[src/design/mby_egr_pkg.sv]
/* Egress widths, queue sizes and scheduler states shared by every design file
   FIFO_DEPTH must be a power of two and at least twice MAX_PKT_WORDS */

package mby_egr_pkg;

  // ============================================================
  // Sizes
  // ============================================================

  // Ethernet transmit ports
  localparam int NUM_PORTS = 4;
  // Tag channels feeding the egress stage
  localparam int NUM_TAGS = 2;
  // Words held by one queue
  localparam int FIFO_DEPTH = 16;
  // Largest packet the admission rule reserves room for
  localparam int MAX_PKT_WORDS = 8;

  // Derived widths
  localparam int DATA_W = 64;
  localparam int PORT_W = $clog2(NUM_PORTS);
  localparam int PTR_W = $clog2(FIFO_DEPTH);
  localparam int COUNT_W = $clog2(FIFO_DEPTH + 1);

  // ============================================================
  // Types
  // ============================================================

  // One packet word
  typedef logic [DATA_W-1:0] data_t;

  // Destination port number, taken at sop
  typedef logic [PORT_W-1:0] port_t;

  // One bit per transmit port
  typedef logic [NUM_PORTS-1:0] port_mask_t;

  // Word count, 0 up to FIFO_DEPTH inclusive
  typedef logic [COUNT_W-1:0] count_t;

  // Queue address
  typedef logic [PTR_W-1:0] ptr_t;

  // Stored queue entry, {sop, eop, data}
  typedef logic [DATA_W+1:0] entry_t;

  // Dropped packet counter, wraps silently
  typedef logic [15:0] drop_count_t;

  // Port scheduler states
  // idle waits for a whole packet, send_tagN drains queue N up to eop
  typedef enum logic [1:0] {
    idle,
    send_tag0,
    send_tag1
  } sched_state_t;

endpackage

[src/design/mby_egr_tag_demux.sv]
`timescale 1ns/1ps
/* Destination and admission are decided at sop and hold until eop
   Packets over MAX_PKT_WORDS words or a sop inside an open packet are not supported */

module mby_egr_tag_demux (
  input  logic                     egress_clock,
  input  logic                     reset,
  input  logic                     tag_valid,
  input  logic                     tag_sop,
  input  logic                     tag_eop,
  input  mby_egr_pkg::port_t       tag_dest,
  input  mby_egr_pkg::data_t       tag_data,
  input  mby_egr_pkg::count_t      free_count [mby_egr_pkg::NUM_PORTS],
  output mby_egr_pkg::port_mask_t  wr_en,
  output logic                     wr_sop,
  output logic                     wr_eop,
  output mby_egr_pkg::data_t       wr_data
);

  // Packet context latched at sop
  logic                     pkt_open;
  logic                     pkt_accept;
  mby_egr_pkg::port_t       pkt_dest;

  // Decision for the word on the input this cycle
  logic                     admit;
  logic                     word_accept;
  mby_egr_pkg::port_t       word_dest;

  // Room check at sop
  // A write still in flight to the target queue is not in its free count yet
  always_comb begin
    admit = (free_count[tag_dest] >=
             mby_egr_pkg::count_t'(mby_egr_pkg::MAX_PKT_WORDS) +
             mby_egr_pkg::count_t'(wr_en[tag_dest]));
    if (tag_sop) begin
      word_dest   = tag_dest;
      word_accept = admit;
    end else begin
      word_dest   = pkt_dest;
      word_accept = pkt_open & pkt_accept;
    end
  end

  // Control path
  always_ff @(posedge egress_clock) begin
    if (reset) begin
      pkt_open   <= 1'b0;
      pkt_accept <= 1'b0;
      pkt_dest   <= '0;
      wr_en      <= '0;
    end else begin
      wr_en <= '0;
      if (tag_valid) begin
        if (word_accept) begin
          wr_en[word_dest] <= 1'b1;
        end
        if (tag_sop) begin
          pkt_dest   <= tag_dest;
          pkt_accept <= admit;
        end
        // Single word packets never open
        pkt_open <= ~tag_eop;
      end
    end
  end

  // Payload stage, qualified by wr_en
  always_ff @(posedge egress_clock) begin
    wr_sop  <= tag_sop;
    wr_eop  <= tag_eop;
    wr_data <= tag_data;
  end

  // Words between packets must open a new one
  assert property (@(posedge egress_clock) disable iff (reset)
    (tag_valid && !pkt_open) |-> tag_sop)
    else $error("tag word outside a packet without sop");

endmodule

[config.mk]
export PLATFORM = sky130hd
export DESIGN_NAME = mby_egr_tag_demux
export DESIGN_NICKNAME = d
export VERILOG_FILES = /design/src/design/mby_egr_pkg.sv /design/src/design/mby_egr_tag_demux.sv
export SDC_FILE = /design/constraint.sdc
export NUM_CORES = 1
export LEC_CHECK = 0
export CORE_AREA = 3 3 61 63
export DETAILED_ROUTE_END_ITERATION = 8
export DIE_AREA = 0 0 64 66
export DONT_BUFFER_PORTS = 1
export GPL_ROUTABILITY_DRIVEN = 0
export GPL_TIMING_DRIVEN = 0
export PLACE_DENSITY = 0.69
export SLEW_MARGIN = 20
export SYNTH_ARGS = -nofsm -noshare
export SYNTH_HDL_FRONTEND = slang
export SYNTH_SLANG_ARGS = --single-unit
[constraint.sdc]
create_clock -name egress_clock -period 3.95 [get_ports egress_clock]
set_input_delay 0.1975 -clock egress_clock [delete_from_list [all_inputs] [get_ports egress_clock]]
set_output_delay 0.1975 -clock egress_clock [all_outputs]
set_load 0.05 [all_outputs]
==> out/qor.csv <==
stage;metric;value;unit
outcome;status;complete, no violations;
timing;fin crit share;0.677;
timing;Slew headroom;0.642;
finish;Area Overhead vs Synth;52.3;%
min_path;Worst Hold Class;in2reg;
die;Die Y;66;um
drt;metal3 WL;672;um
logic_synthesis;YS warnings;0;
timing;RSZ-0062 raised after global routing;false;
global_routing;initial antenna violation count;0;
timing;Clock Skews;0.00430;ns
drt;Avg WL per Cell;20.8;um
drt;DRT iter0 DRCs;31;
logic_synthesis;Avg Inst Size Synth;15.7;um^2
critical_path;Critical Path Fanout Max;5;
timing;Tmin final;2.67;ns
drt;post-route ant nets;0;
clock_network;# Post-CTS Setup Buffers;0;
min_path;Hold Crit Depth;3;
logic_synthesis;Cells after Synth;114;
pwr;P_leak;0.00111;uW
global_routing;GRT Util Overall;0.255;
die;Initial Util;0.544;
finish;leading cell type in the layout, fill and taps excluded;dfxtp_1;
clock_network;Clock Sinks;74;
clock_network;Clock Tree Buf Depth;2;
clock_network;clk root buf;clkbuf_4;
finish;Non-Filler Cell Area, Final;2720;um^2
clock_network;# H-tree levels;3;
logic_synthesis;sequential share of the synthesized area;0.830;
finish;nets@finish;287;
timing;setup violators final;0;
logic_synthesis;Synth Register Bits;74;
timing;Hold Fails Final Rpt;0;
global_routing;vias in the first global route;1405;
finish;sequential cell area;1480;um^2
timing;fmax;0.374;GHz
finish;diode count;0;
logic_synthesis;library cells used by synthesis;22;
logic_synthesis;share of the synthesized area in the top cell type;0.830;
drt;routed vias;1221;
finish;most frequent cells in the layout;74 x dfxtp_1, 70 x dlygate4sd3_1, 9 x clkbuf_4;
timing;worst-margin pin slew;0.536;ns
logic_synthesis;Synth area leaders;dfxtp_1 83%, mux4_2 2.5%, a2111oi_1 2.2%;
global_routing;largest net degree at the start of global routing;15;
finish;layout cells sized above 1;0.105;
timing;Fin Hold WS;0.0800;ns
pwr;internal power;1120;uW
die;Die Span X;64;um
drt;WL met2;2790;um
finish;area of the multi-input gates;283;um^2
timing;Max Slew Vio Count;0;
critical_path;kind of critical path;reg2reg;
pwr;PwrDens;572;nW/um^2
logic_synthesis;Mapped Area;1790;um^2
pwr;part of the power in combinational logic;0.050;
drt;top sig layer;met4;
pwr;peak supply drop;0.000490;V
flow_run;max-cap check violation count;0;
pwr;clock network fraction of total power;0.350;
global_routing;grt ovf;0;
die;die area;4220;um^2
clock_network;CTS tree;yes;
place;Port Buf Inserts;0;
clock_network;post-CTS sizing;0;
global_routing;first-pass GRT wire length;7470;um
logic_synthesis;Synth area leader;dfxtp_1;
drt;DR vias/cell;4.96;
finish;fill count;163;
critical_path;crit start category;register;
place;placed wire-length estimate;3150;um
pwr;Psw;436;uW
logic_synthesis;Syn Nets;206;
clock_network;CTS buffer count;9;
pwr;Seq pwr share;0.600;
critical_path;r2r worst-path depth;6;
timing;Setup TNS Final;0;ns
die;Core ar.;3280;um^2
clock_network;Clock transition at path regs;0.12;ns
drt;Post-Route WL;5120;um
critical_path;crit path DAT;2.93;ns
pwr;switch share;0.280;
drt;router iterations before antenna repair;4;
critical_path;crit end category;register;
critical_path;Worst Path Required;4.21;ns
drt;met1 wire length;1520;um
place;Placed Area;1840;um^2
clock_network;cts hold-fix bufs;70;
clock_network;clk_lat worst skew;0.38;ns
drt;drt drc;0;
die;io pins;161;
die;row cnt;21;
[cell families after synthesis]
kind of cell | Yosys count | share of synthesized area
buffers and inverters | 5 | 0.0119
adders and majority gates | 1 | 0.00701
muxes | 4 | 0.0364
AOI/OAI and AO/OA | 11 | 0.0519
and+or+nand+nor | 19 | 0.0631
DFF | 74 | 0.830
[through the flow]
step	cells	setup slack [ns]	total power (uW)	util
detailed placement	160	1.28	970	0.561
finish	246	1.28	1560	0.828
floorplan	114	1.42	960	-
global route	246	1.21	1610	0.828
CTS	246	1.26	1560	0.828
global placement	160	1.31	968	0.561
[layout make-up]
| class | instances | area share |
|---|---|---|
| Buffer | 2 | 0.00368 |
| Clock buffer | 10 | 0.0299 |
| Clock inverter | 6 | 0.0350 |
| Inverter | 3 | 0.00414 |
| Multi-Input combinational cell | 35 | 0.104 |
| Sequential cell | 74 | 0.545 |
| Tap cell | 46 | 0.0212 |
| Timing Repair Buffer | 70 | 0.258 |
[flip-flops by register name, indices dropped and copies added (netlist names)]
signal	cells
wr_data	64
wr_en	4
pkt_dest	2
pkt_accept	1
pkt_open	1
wr_eop	1
wr_sop	1
[power groups by stage]
stage	clock, uW	combinational, uW	sequential, uW
2_1_floorplan	0	17.1	943
3_3_place_gp	0	19.0	949
3_5_place_dp	0	20.1	950
4_1_cts	548	75.7	933
5_1_grt	586	84.3	937
6_report	545	77.4	934
[synth_stat cells (all sizes together)]
cell type	count
a211o	1
inv	3
nand4b	1
nor3b	2
o21ai	1
nor4	1
nand3	2
nand2	5
buf	2
nor4b	2
nor3	3
ha	1
a32oi	1
mux2i	2
dfxtp	74
a21oi	3
nor2	1
and2b	1
a2111oi	4
mux4	2
or4b	1
a211oi	1
[per-layer routing]
layer  up-vias  track usage
met4         0        0.124
met2       105        0.461
met5         -            0
met3        10        0.160
met1       550        0.216
li1        556            -
[worst max-delay path, cell delays in order (launching register included)]
cell and delay, ns:
dfxtp_1 0.49, mux4_2 0.53, ha_1 0.29, or4b_1 0.50, a211o_1 0.31, a32oi_2 0.29
a2111oi_1 0.14
[final timing paths]
kind              startpoint          to  slack (ns)
hold reg to reg   pkt_accept  pkt_accept        0.49
hold / removal     tag_valid  pkt_accept        0.08
setup reg to reg    wr_en[3]    wr_en[1]        1.28
setup / recovery    wr_en[3]    wr_en[1]        1.28
Note: power is estimated with default switching activity, not from simulation.
