## config.mk

```make
export PLATFORM = sky130hd
export DESIGN_NAME = mby_egr_port_sched
export DESIGN_NICKNAME = d
export VERILOG_FILES = /design/src/design/mby_egr_pkg.sv /design/src/design/mby_egr_pkt_fifo.sv /design/src/design/mby_egr_port_sched.sv
export SDC_FILE = /design/constraint.sdc
export NUM_CORES = 2
export LEC_CHECK = 0
export BUFFER_PORTS_ARGS = -buffer_cell sky130_fd_sc_hd__buf_2
export CAP_MARGIN = 20
export CORE_MARGIN = 1
export CORE_UTILIZATION = 48
export DETAILED_ROUTE_END_ITERATION = 6
export GPL_TIMING_DRIVEN = 0
export PLACE_DENSITY = 0.66
export SLEW_MARGIN = 20
export SYNTH_ARGS = -nofsm -noshare
export SYNTH_HDL_FRONTEND = slang
export SYNTH_SLANG_ARGS = --single-unit
```

## constraint.sdc

```tcl
create_clock -name egress_clock -period 4.2 [get_ports egress_clock]
set_clock_uncertainty 0.1 [all_clocks]
set_input_delay 0 -clock egress_clock [delete_from_list [all_inputs] [get_ports egress_clock]]
set_output_delay 0 -clock egress_clock [all_outputs]
set_load 0.005 [all_outputs]
```

## src/design/mby_egr_pkg.sv

```systemverilog
/* Egress widths, queue sizes and scheduler states shared by every design file
   FIFO_DEPTH must be a power of two and at least twice MAX_PKT_WORDS */

package mby_egr_pkg;

  // ============================================================
  // Sizes
  // ============================================================

  // Ethernet transmit ports
  localparam int NUM_PORTS = 4;
  // Tag channels feeding the egress stage
  localparam int NUM_TAGS = 2;
  // Words held by one queue
  localparam int FIFO_DEPTH = 16;
  // Largest packet the admission rule reserves room for
  localparam int MAX_PKT_WORDS = 8;

  // Derived widths
  localparam int DATA_W = 64;
  localparam int PORT_W = $clog2(NUM_PORTS);
  localparam int PTR_W = $clog2(FIFO_DEPTH);
  localparam int COUNT_W = $clog2(FIFO_DEPTH + 1);

  // ============================================================
  // Types
  // ============================================================

  // One packet word
  typedef logic [DATA_W-1:0] data_t;

  // Destination port number, taken at sop
  typedef logic [PORT_W-1:0] port_t;

  // One bit per transmit port
  typedef logic [NUM_PORTS-1:0] port_mask_t;

  // Word count, 0 up to FIFO_DEPTH inclusive
  typedef logic [COUNT_W-1:0] count_t;

  // Queue address
  typedef logic [PTR_W-1:0] ptr_t;

  // Stored queue entry, {sop, eop, data}
  typedef logic [DATA_W+1:0] entry_t;

  // Dropped packet counter, wraps silently
  typedef logic [15:0] drop_count_t;

  // Port scheduler states
  // idle waits for a whole packet, send_tagN drains queue N up to eop
  typedef enum logic [1:0] {
    idle,
    send_tag0,
    send_tag1
  } sched_state_t;

endpackage

```

## src/design/mby_egr_pkt_fifo.sv

```systemverilog
`timescale 1ns/1ps
/* Word queue with sop/eop flags, one writer and one reader
   Head data is valid while the queue is not empty, no read-during-empty protection */

module mby_egr_pkt_fifo (
  input  logic                 egress_clock,
  input  logic                 reset,
  input  logic                 wr_en,
  input  logic                 wr_sop,
  input  logic                 wr_eop,
  input  mby_egr_pkg::data_t   wr_data,
  input  logic                 rd_en,
  output logic                 rd_sop,
  output logic                 rd_eop,
  output mby_egr_pkg::data_t   rd_data,
  output mby_egr_pkg::count_t  free_count,
  output logic                 pkt_ready
);

  // ============================================================
  // Storage
  // ============================================================

  mby_egr_pkg::entry_t mem [mby_egr_pkg::FIFO_DEPTH];
  mby_egr_pkg::entry_t head;
  mby_egr_pkg::ptr_t   wr_ptr;
  mby_egr_pkg::ptr_t   rd_ptr;

  // Complete packets held, one per stored eop
  mby_egr_pkg::count_t pkt_count;

  always_ff @(posedge egress_clock) begin
    if (wr_en) begin
      mem[wr_ptr] <= {wr_sop, wr_eop, wr_data};
    end
  end

  // Head is read straight from the array
  assign head    = mem[rd_ptr];
  assign rd_sop  = head[mby_egr_pkg::DATA_W+1];
  assign rd_eop  = head[mby_egr_pkg::DATA_W];
  assign rd_data = head[mby_egr_pkg::DATA_W-1:0];

  // ============================================================
  // Pointers and counts
  // ============================================================

  always_ff @(posedge egress_clock) begin
    if (reset) begin
      wr_ptr     <= '0;
      rd_ptr     <= '0;
      free_count <= mby_egr_pkg::count_t'(mby_egr_pkg::FIFO_DEPTH);
      pkt_count  <= '0;
    end else begin
      if (wr_en) begin
        wr_ptr <= wr_ptr + 1'b1;
      end
      if (rd_en) begin
        rd_ptr <= rd_ptr + 1'b1;
      end
      // Simultaneous push and pop leave the space unchanged
      case ({wr_en, rd_en})
        2'b10:   free_count <= free_count - 1'b1;
        2'b01:   free_count <= free_count + 1'b1;
        default: free_count <= free_count;
      endcase
      pkt_count <= pkt_count + mby_egr_pkg::count_t'(wr_en & wr_eop)
                             - mby_egr_pkg::count_t'(rd_en & rd_eop);
    end
  end

  assign pkt_ready = (pkt_count != '0);

  // Demux admission must keep writes off a full queue
  assert property (@(posedge egress_clock) disable iff (reset)
    wr_en |-> (free_count != '0))
    else $error("write into a full queue");

  // Scheduler pops only what it has seen stored
  assert property (@(posedge egress_clock) disable iff (reset)
    rd_en |-> (free_count != mby_egr_pkg::count_t'(mby_egr_pkg::FIFO_DEPTH)))
    else $error("read from an empty queue");

endmodule

```

## src/design/mby_egr_port_sched.sv

```systemverilog
`timescale 1ns/1ps
/* One transmit port, two tag queues, whole packets served round robin
   Output is registered, so tx_valid follows a falling tx_enable one cycle late */

module mby_egr_port_sched (
  input  logic                                 egress_clock,
  input  logic                                 reset,
  input  logic                                 tx_enable,
  input  logic [mby_egr_pkg::NUM_TAGS-1:0]     wr_en,
  input  logic [mby_egr_pkg::NUM_TAGS-1:0]     wr_sop,
  input  logic [mby_egr_pkg::NUM_TAGS-1:0]     wr_eop,
  input  mby_egr_pkg::data_t                   wr_data [mby_egr_pkg::NUM_TAGS],
  output mby_egr_pkg::count_t                  free_count [mby_egr_pkg::NUM_TAGS],
  output logic                                 tx_valid,
  output logic                                 tx_sop,
  output logic                                 tx_eop,
  output mby_egr_pkg::data_t                   tx_data
);

  // Queue heads and pops
  logic [mby_egr_pkg::NUM_TAGS-1:0] rd_en;
  logic [mby_egr_pkg::NUM_TAGS-1:0] rd_sop;
  logic [mby_egr_pkg::NUM_TAGS-1:0] rd_eop;
  logic [mby_egr_pkg::NUM_TAGS-1:0] pkt_ready;
  mby_egr_pkg::data_t               rd_data [mby_egr_pkg::NUM_TAGS];

  // Scheduler state
  mby_egr_pkg::sched_state_t state;
  mby_egr_pkg::sched_state_t state_next;
  logic                      rr_tag;
  logic                      pick;
  logic                      pick_tag;
  logic                      rd_sel;
  logic                      pop;

  // ============================================================
  // Queues, queue n written by the demux of tag n
  // ============================================================

  for (genvar t = 0; t < mby_egr_pkg::NUM_TAGS; t++) begin : g_queue
    mby_egr_pkt_fifo u_fifo (
      .egress_clock (egress_clock),
      .reset        (reset),
      .wr_en        (wr_en[t]),
      .wr_sop       (wr_sop[t]),
      .wr_eop       (wr_eop[t]),
      .wr_data      (wr_data[t]),
      .rd_en        (rd_en[t]),
      .rd_sop       (rd_sop[t]),
      .rd_eop       (rd_eop[t]),
      .rd_data      (rd_data[t]),
      .free_count   (free_count[t]),
      .pkt_ready    (pkt_ready[t])
    );
  end

  // ============================================================
  // Packet selection and pop control
  // ============================================================

  // Favoured queue first, the other one if only it has a whole packet
  always_comb begin
    pick     = 1'b0;
    pick_tag = rr_tag;
    if (pkt_ready[rr_tag]) begin
      pick     = 1'b1;
      pick_tag = rr_tag;
    end else if (pkt_ready[~rr_tag]) begin
      pick     = 1'b1;
      pick_tag = ~rr_tag;
    end
  end

  // First word leaves with the pick, the rest one per enabled cycle
  always_comb begin
    state_next = state;
    rd_sel     = 1'b0;
    pop        = 1'b0;
    case (state)
      mby_egr_pkg::idle: begin
        if (tx_enable && pick) begin
          pop    = 1'b1;
          rd_sel = pick_tag;
          if (!rd_eop[pick_tag]) begin
            state_next = pick_tag ? mby_egr_pkg::send_tag1 : mby_egr_pkg::send_tag0;
          end
        end
      end
      mby_egr_pkg::send_tag0: begin
        pop    = tx_enable;
        rd_sel = 1'b0;
        if (tx_enable && rd_eop[0]) begin
          state_next = mby_egr_pkg::idle;
        end
      end
      mby_egr_pkg::send_tag1: begin
        pop    = tx_enable;
        rd_sel = 1'b1;
        if (tx_enable && rd_eop[1]) begin
          state_next = mby_egr_pkg::idle;
        end
      end
      default: state_next = mby_egr_pkg::idle;
    endcase
    rd_en         = '0;
    rd_en[rd_sel] = pop;
  end

  // FSM, round robin pointer and output flags
  always_ff @(posedge egress_clock) begin
    if (reset) begin
      state    <= mby_egr_pkg::idle;
      rr_tag   <= 1'b0;
      tx_valid <= 1'b0;
      tx_sop   <= 1'b0;
      tx_eop   <= 1'b0;
    end else begin
      state <= state_next;
      // Other queue gets priority at the next packet boundary
      if (state == mby_egr_pkg::idle && tx_enable && pick) begin
        rr_tag <= ~pick_tag;
      end
      tx_valid <= pop;
      tx_sop   <= pop & rd_sop[rd_sel];
      tx_eop   <= pop & rd_eop[rd_sel];
    end
  end

  // Output word register
  always_ff @(posedge egress_clock) begin
    if (pop) begin
      tx_data <= rd_data[rd_sel];
    end
  end

  // Mid-packet pops never hit the start of another packet
  assert property (@(posedge egress_clock) disable iff (reset)
    (pop && state != mby_egr_pkg::idle) |-> !rd_sop[rd_sel])
    else $error("packets mixed on transmit port");

endmodule

```

==> flow_summary.json <==
{
  "total_power_mw": 53.9,
  "synth_ff_type": "edfxtp_1",
  "critical_path_peak_fanout": 10,
  "ff_latch_area_um2": 66300,
  "viasPerCell": 5.99,
  "clk_latency_ns": 0.84,
  "slew_viol_final": 0,
  "dr.pass1.iters": 5,
  "fillers": 12600,
  "design_area_um2": 99100,
  "drt-total-wl_um": 208000,
  "dieArea_um2": 178000,
  "synthSimpleGateAreaFrac_pct": 0.796,
  "synth-xor-area-share_pct": 0.249,
  "synth.top_cell.area_share_pct": 77.4,
  "finalCriticalPeriod_ns": 3.98,
  "final_cells": 6609,
  "synth.ff_latch_count": 2226,
  "synth_top_area_cell": "edfxtp_1",
  "rows": 153,
  "whs_path_depth": 2,
  "ys_types": 48,
  "synth_fp_nets": 3564,
  "synthArstFlopShare_pct": 0,
  "ys_seq_area_share_pct": 78.6,
  "synth.avg_cell_area_um2": 24.9,
  "hpwl_um": 125000,
  "synth-compound-area-share_pct": 0.375,
  "initial_core_util_pct": 48.5,
  "overflow": 0,
  "die_height_um": 421,
  "synth_top_family_by_area": "multiplexers",
  "hold_class": "input pin to flip-flop",
  "synth_most_common_cell": "edfxtp_1",
  "synthAdderAreaFrac_pct": 0.599,
  "crit_arrival_ns": 4.44,
  "core-area_um2": 174000,
  "nets": 4275,
  "antenna_left": 0,
  "numCtsBuffers": 211,
  "drc": 0,
  "fin_crit_sh_pct": 94.7,
  "grt_pass1_wl_um": 295000,
  "synth_edf_count": 2176,
  "antenna_found_initial": 26,
  "finalHoldViolCount": 0,
  "crit_required_ns": 4.67,
  "io_pins": 214,
  "cp-end-kind": "flip-flop",
  "routedWlPerCell_um": 31.4,
  "cts_tree": "done",
  "crit_type": "flip-flop to flip-flop",
  "ys_warn_count": 0,
  "layout-drive-gt1-share_pct": 32.1,
  "synthesis.instances": 3389,
  "worst-slew-pin-transition_ns": 1.19,
  "portBuffers": 210,
  "hold_start": "wr_data[74]",
  "synth.top_cells.by_count": "2,176 x edfxtp_1, 658 x mux4_2, 111 x clkbuf_1",
  "synthesis.area_um2": 84400,
  "dieWidth_um": 421,
  "grt_pass1_vias": 40400,
  "cts_buffer_depth": 3,
  "grt_max_degree": 37,
  "ys_top_cells_by_area": "edfxtp_1 77%, mux4_2 18%, dfxtp_1 1.2%",
  "p_leak_nw": 30.9,
  "grtUsageTotal_pct": 23.5,
  "p_per_area_nw_per_um2": 544,
  "ir_drop_mv": 0.392,
  "fmax_ghz": 0.251,
  "gp_congestion": 0.783,
  "dp.cells": 5990,
  "via_count": 39600,
  "setup_viol": 0,
  "start_kind": "flip-flop",
  "synthMuxAreaShare_pct": 18.5,
  "h-tree-depth": 4,
  "cts.sinks": 2226,
  "rr_worst_depth": 6,
  "maxSlewHeadroom_pct": 20.4,
  "place_area_um2": 90100,
  "cts_root_buf": "clkbuf_16",
  "rsz0062_at_grt": "false",
  "multi_input_area_um2": 17500,
  "syn_to_final_growth_pct": 17.4,
  "maxCapViolCount": 0,
  "drt_iter0_markers": 4846,
  "status": "complete, no violations",
  "path_clk_slew_ns": 0.06
}
==> routing by layer <==
metal | GRT usage [%] | part of all wire (%) | vias up
met5 | 0 | 0.026 | -
met4 | 6.22 | 2.7 | 8
met3 | 4.49 | 8.0 | 299
met2 | 37.9 | 49 | 1745
met1 | 33.3 | 40 | 21400
li1 | - | - | 16100
==> area by class of cell <==
type                       instances  share of cell area [%]
sequential                      2226                    66.9
multi-input combinational        970                    17.6
clock buffer                     262                    5.63
timing repair buffer             499                    4.91
tap                             2325                    2.94
clock inverter                   126                    1.12
buffer                           162                   0.699
inverter                          30                   0.119
antenna                            9                  0.0227
==> power by group <==
group | total, mW | internal (mW) | switching (mW)
Sequential | 25.7 | 25.3 | 0.403
Combinational | 9.65 | 4.58 | 5.07
Clock | 18.6 | 10.5 | 8.02
==> registers in the layout, indices dropped and copies added, names as in the netlist, named ones only <==
name / count
g_queue.u_fifo.free_count: 10
tx_sop: 1
g_queue.u_fifo.rd_ptr: 8
state: 2
g_queue.u_fifo.pkt_count: 10
rr_tag: 1
g_queue.u_fifo.wr_ptr: 8
tx_data: 64
tx_eop: 1
tx_valid: 1
g_queue.u_fifo.mem: 2112
==> worst paths after layout <==
kind / end / slack, ns
worst max-delay path: tx_data[30]$_DFFE_PP_ / 0.22
worst min register to register: g_queue[1].u_fifo.rd_ptr[1]$_SDFFE_PP0P_ / 0.40
worst max register to register: tx_data[30]$_DFFE_PP_ / 0.22
worst min-delay path: g_queue[0].u_fifo.mem[12][10]$_DFFE_PP_ / 0.04
==> stage by stage <==
stage                     TNS [ns]  setup slack [ns]  hold slack [ns]  utilization, %
after floorplan                  0             0.207         -0.00113               -
after detailed placement     -1.91            -0.727            0.279            51.7
final                            0             0.223           0.0403            56.9
after global placement    -1495.44             -1.11            0.268            50.7
after CTS                   -0.149           -0.0935         0.000549            56.8
after global routing             0           0.00348           0.0317            56.9
==> critical path, cell delays in order, from the launching register on <==
cell	delay (ns)
dfxtp_1	0.35
buf_2	0.39
buf_2	0.50
clkdlybuf4s15_1	0.79
mux4_2	0.61
mux4_2	0.57
mux2_1	0.38
==> placed cells by master, fill, tap and decap left out, drive strengths merged, types with 4 or more instances in the layout <==
| master | instances |
|---|---|
| a21o | 6 |
| a21oi | 19 |
| and2 | 34 |
| buf | 314 |
| bufinv | 19 |
| clkbuf | 390 |
| clkinv | 99 |
| dfxtp | 50 |
| diode | 9 |
| dlygate4sd3 | 218 |
| edfxtp | 2176 |
| fa | 4 |
| ha | 34 |
| inv | 35 |
| mux2 | 66 |
| mux2i | 7 |
| mux4 | 658 |
| nand2 | 14 |
| nand3 | 4 |
| nor2 | 42 |
| nor2b | 6 |
| nor3 | 6 |
| o21ai | 9 |
| or3 | 7 |
| xnor2 | 11 |
| xor2 | 13 |
==> cell families after synthesis <==
kind of cell	after synthesis
buffers and inverters	193
AO/OA/AOI/OAI	49
adder cells (fa/ha/maj)	38
flip-flops	2226
AND/OR/NAND/NOR	128
multiplexers	731
XOR/XNOR	24
==> what timing repair did <==
| action | in CTS | in global routing |
|---|---|---|
| hold endpoints to repair | 2369 | 0 |
| hold buffers | 218 | 0 |
| buffers inserted | 0 | 0 |
| pin swaps | 0 | 1 |
| setup endpoints to repair | 7 | 8 |
| resized for setup | 5 | 11 |
(Power assumes the default switching activity.)
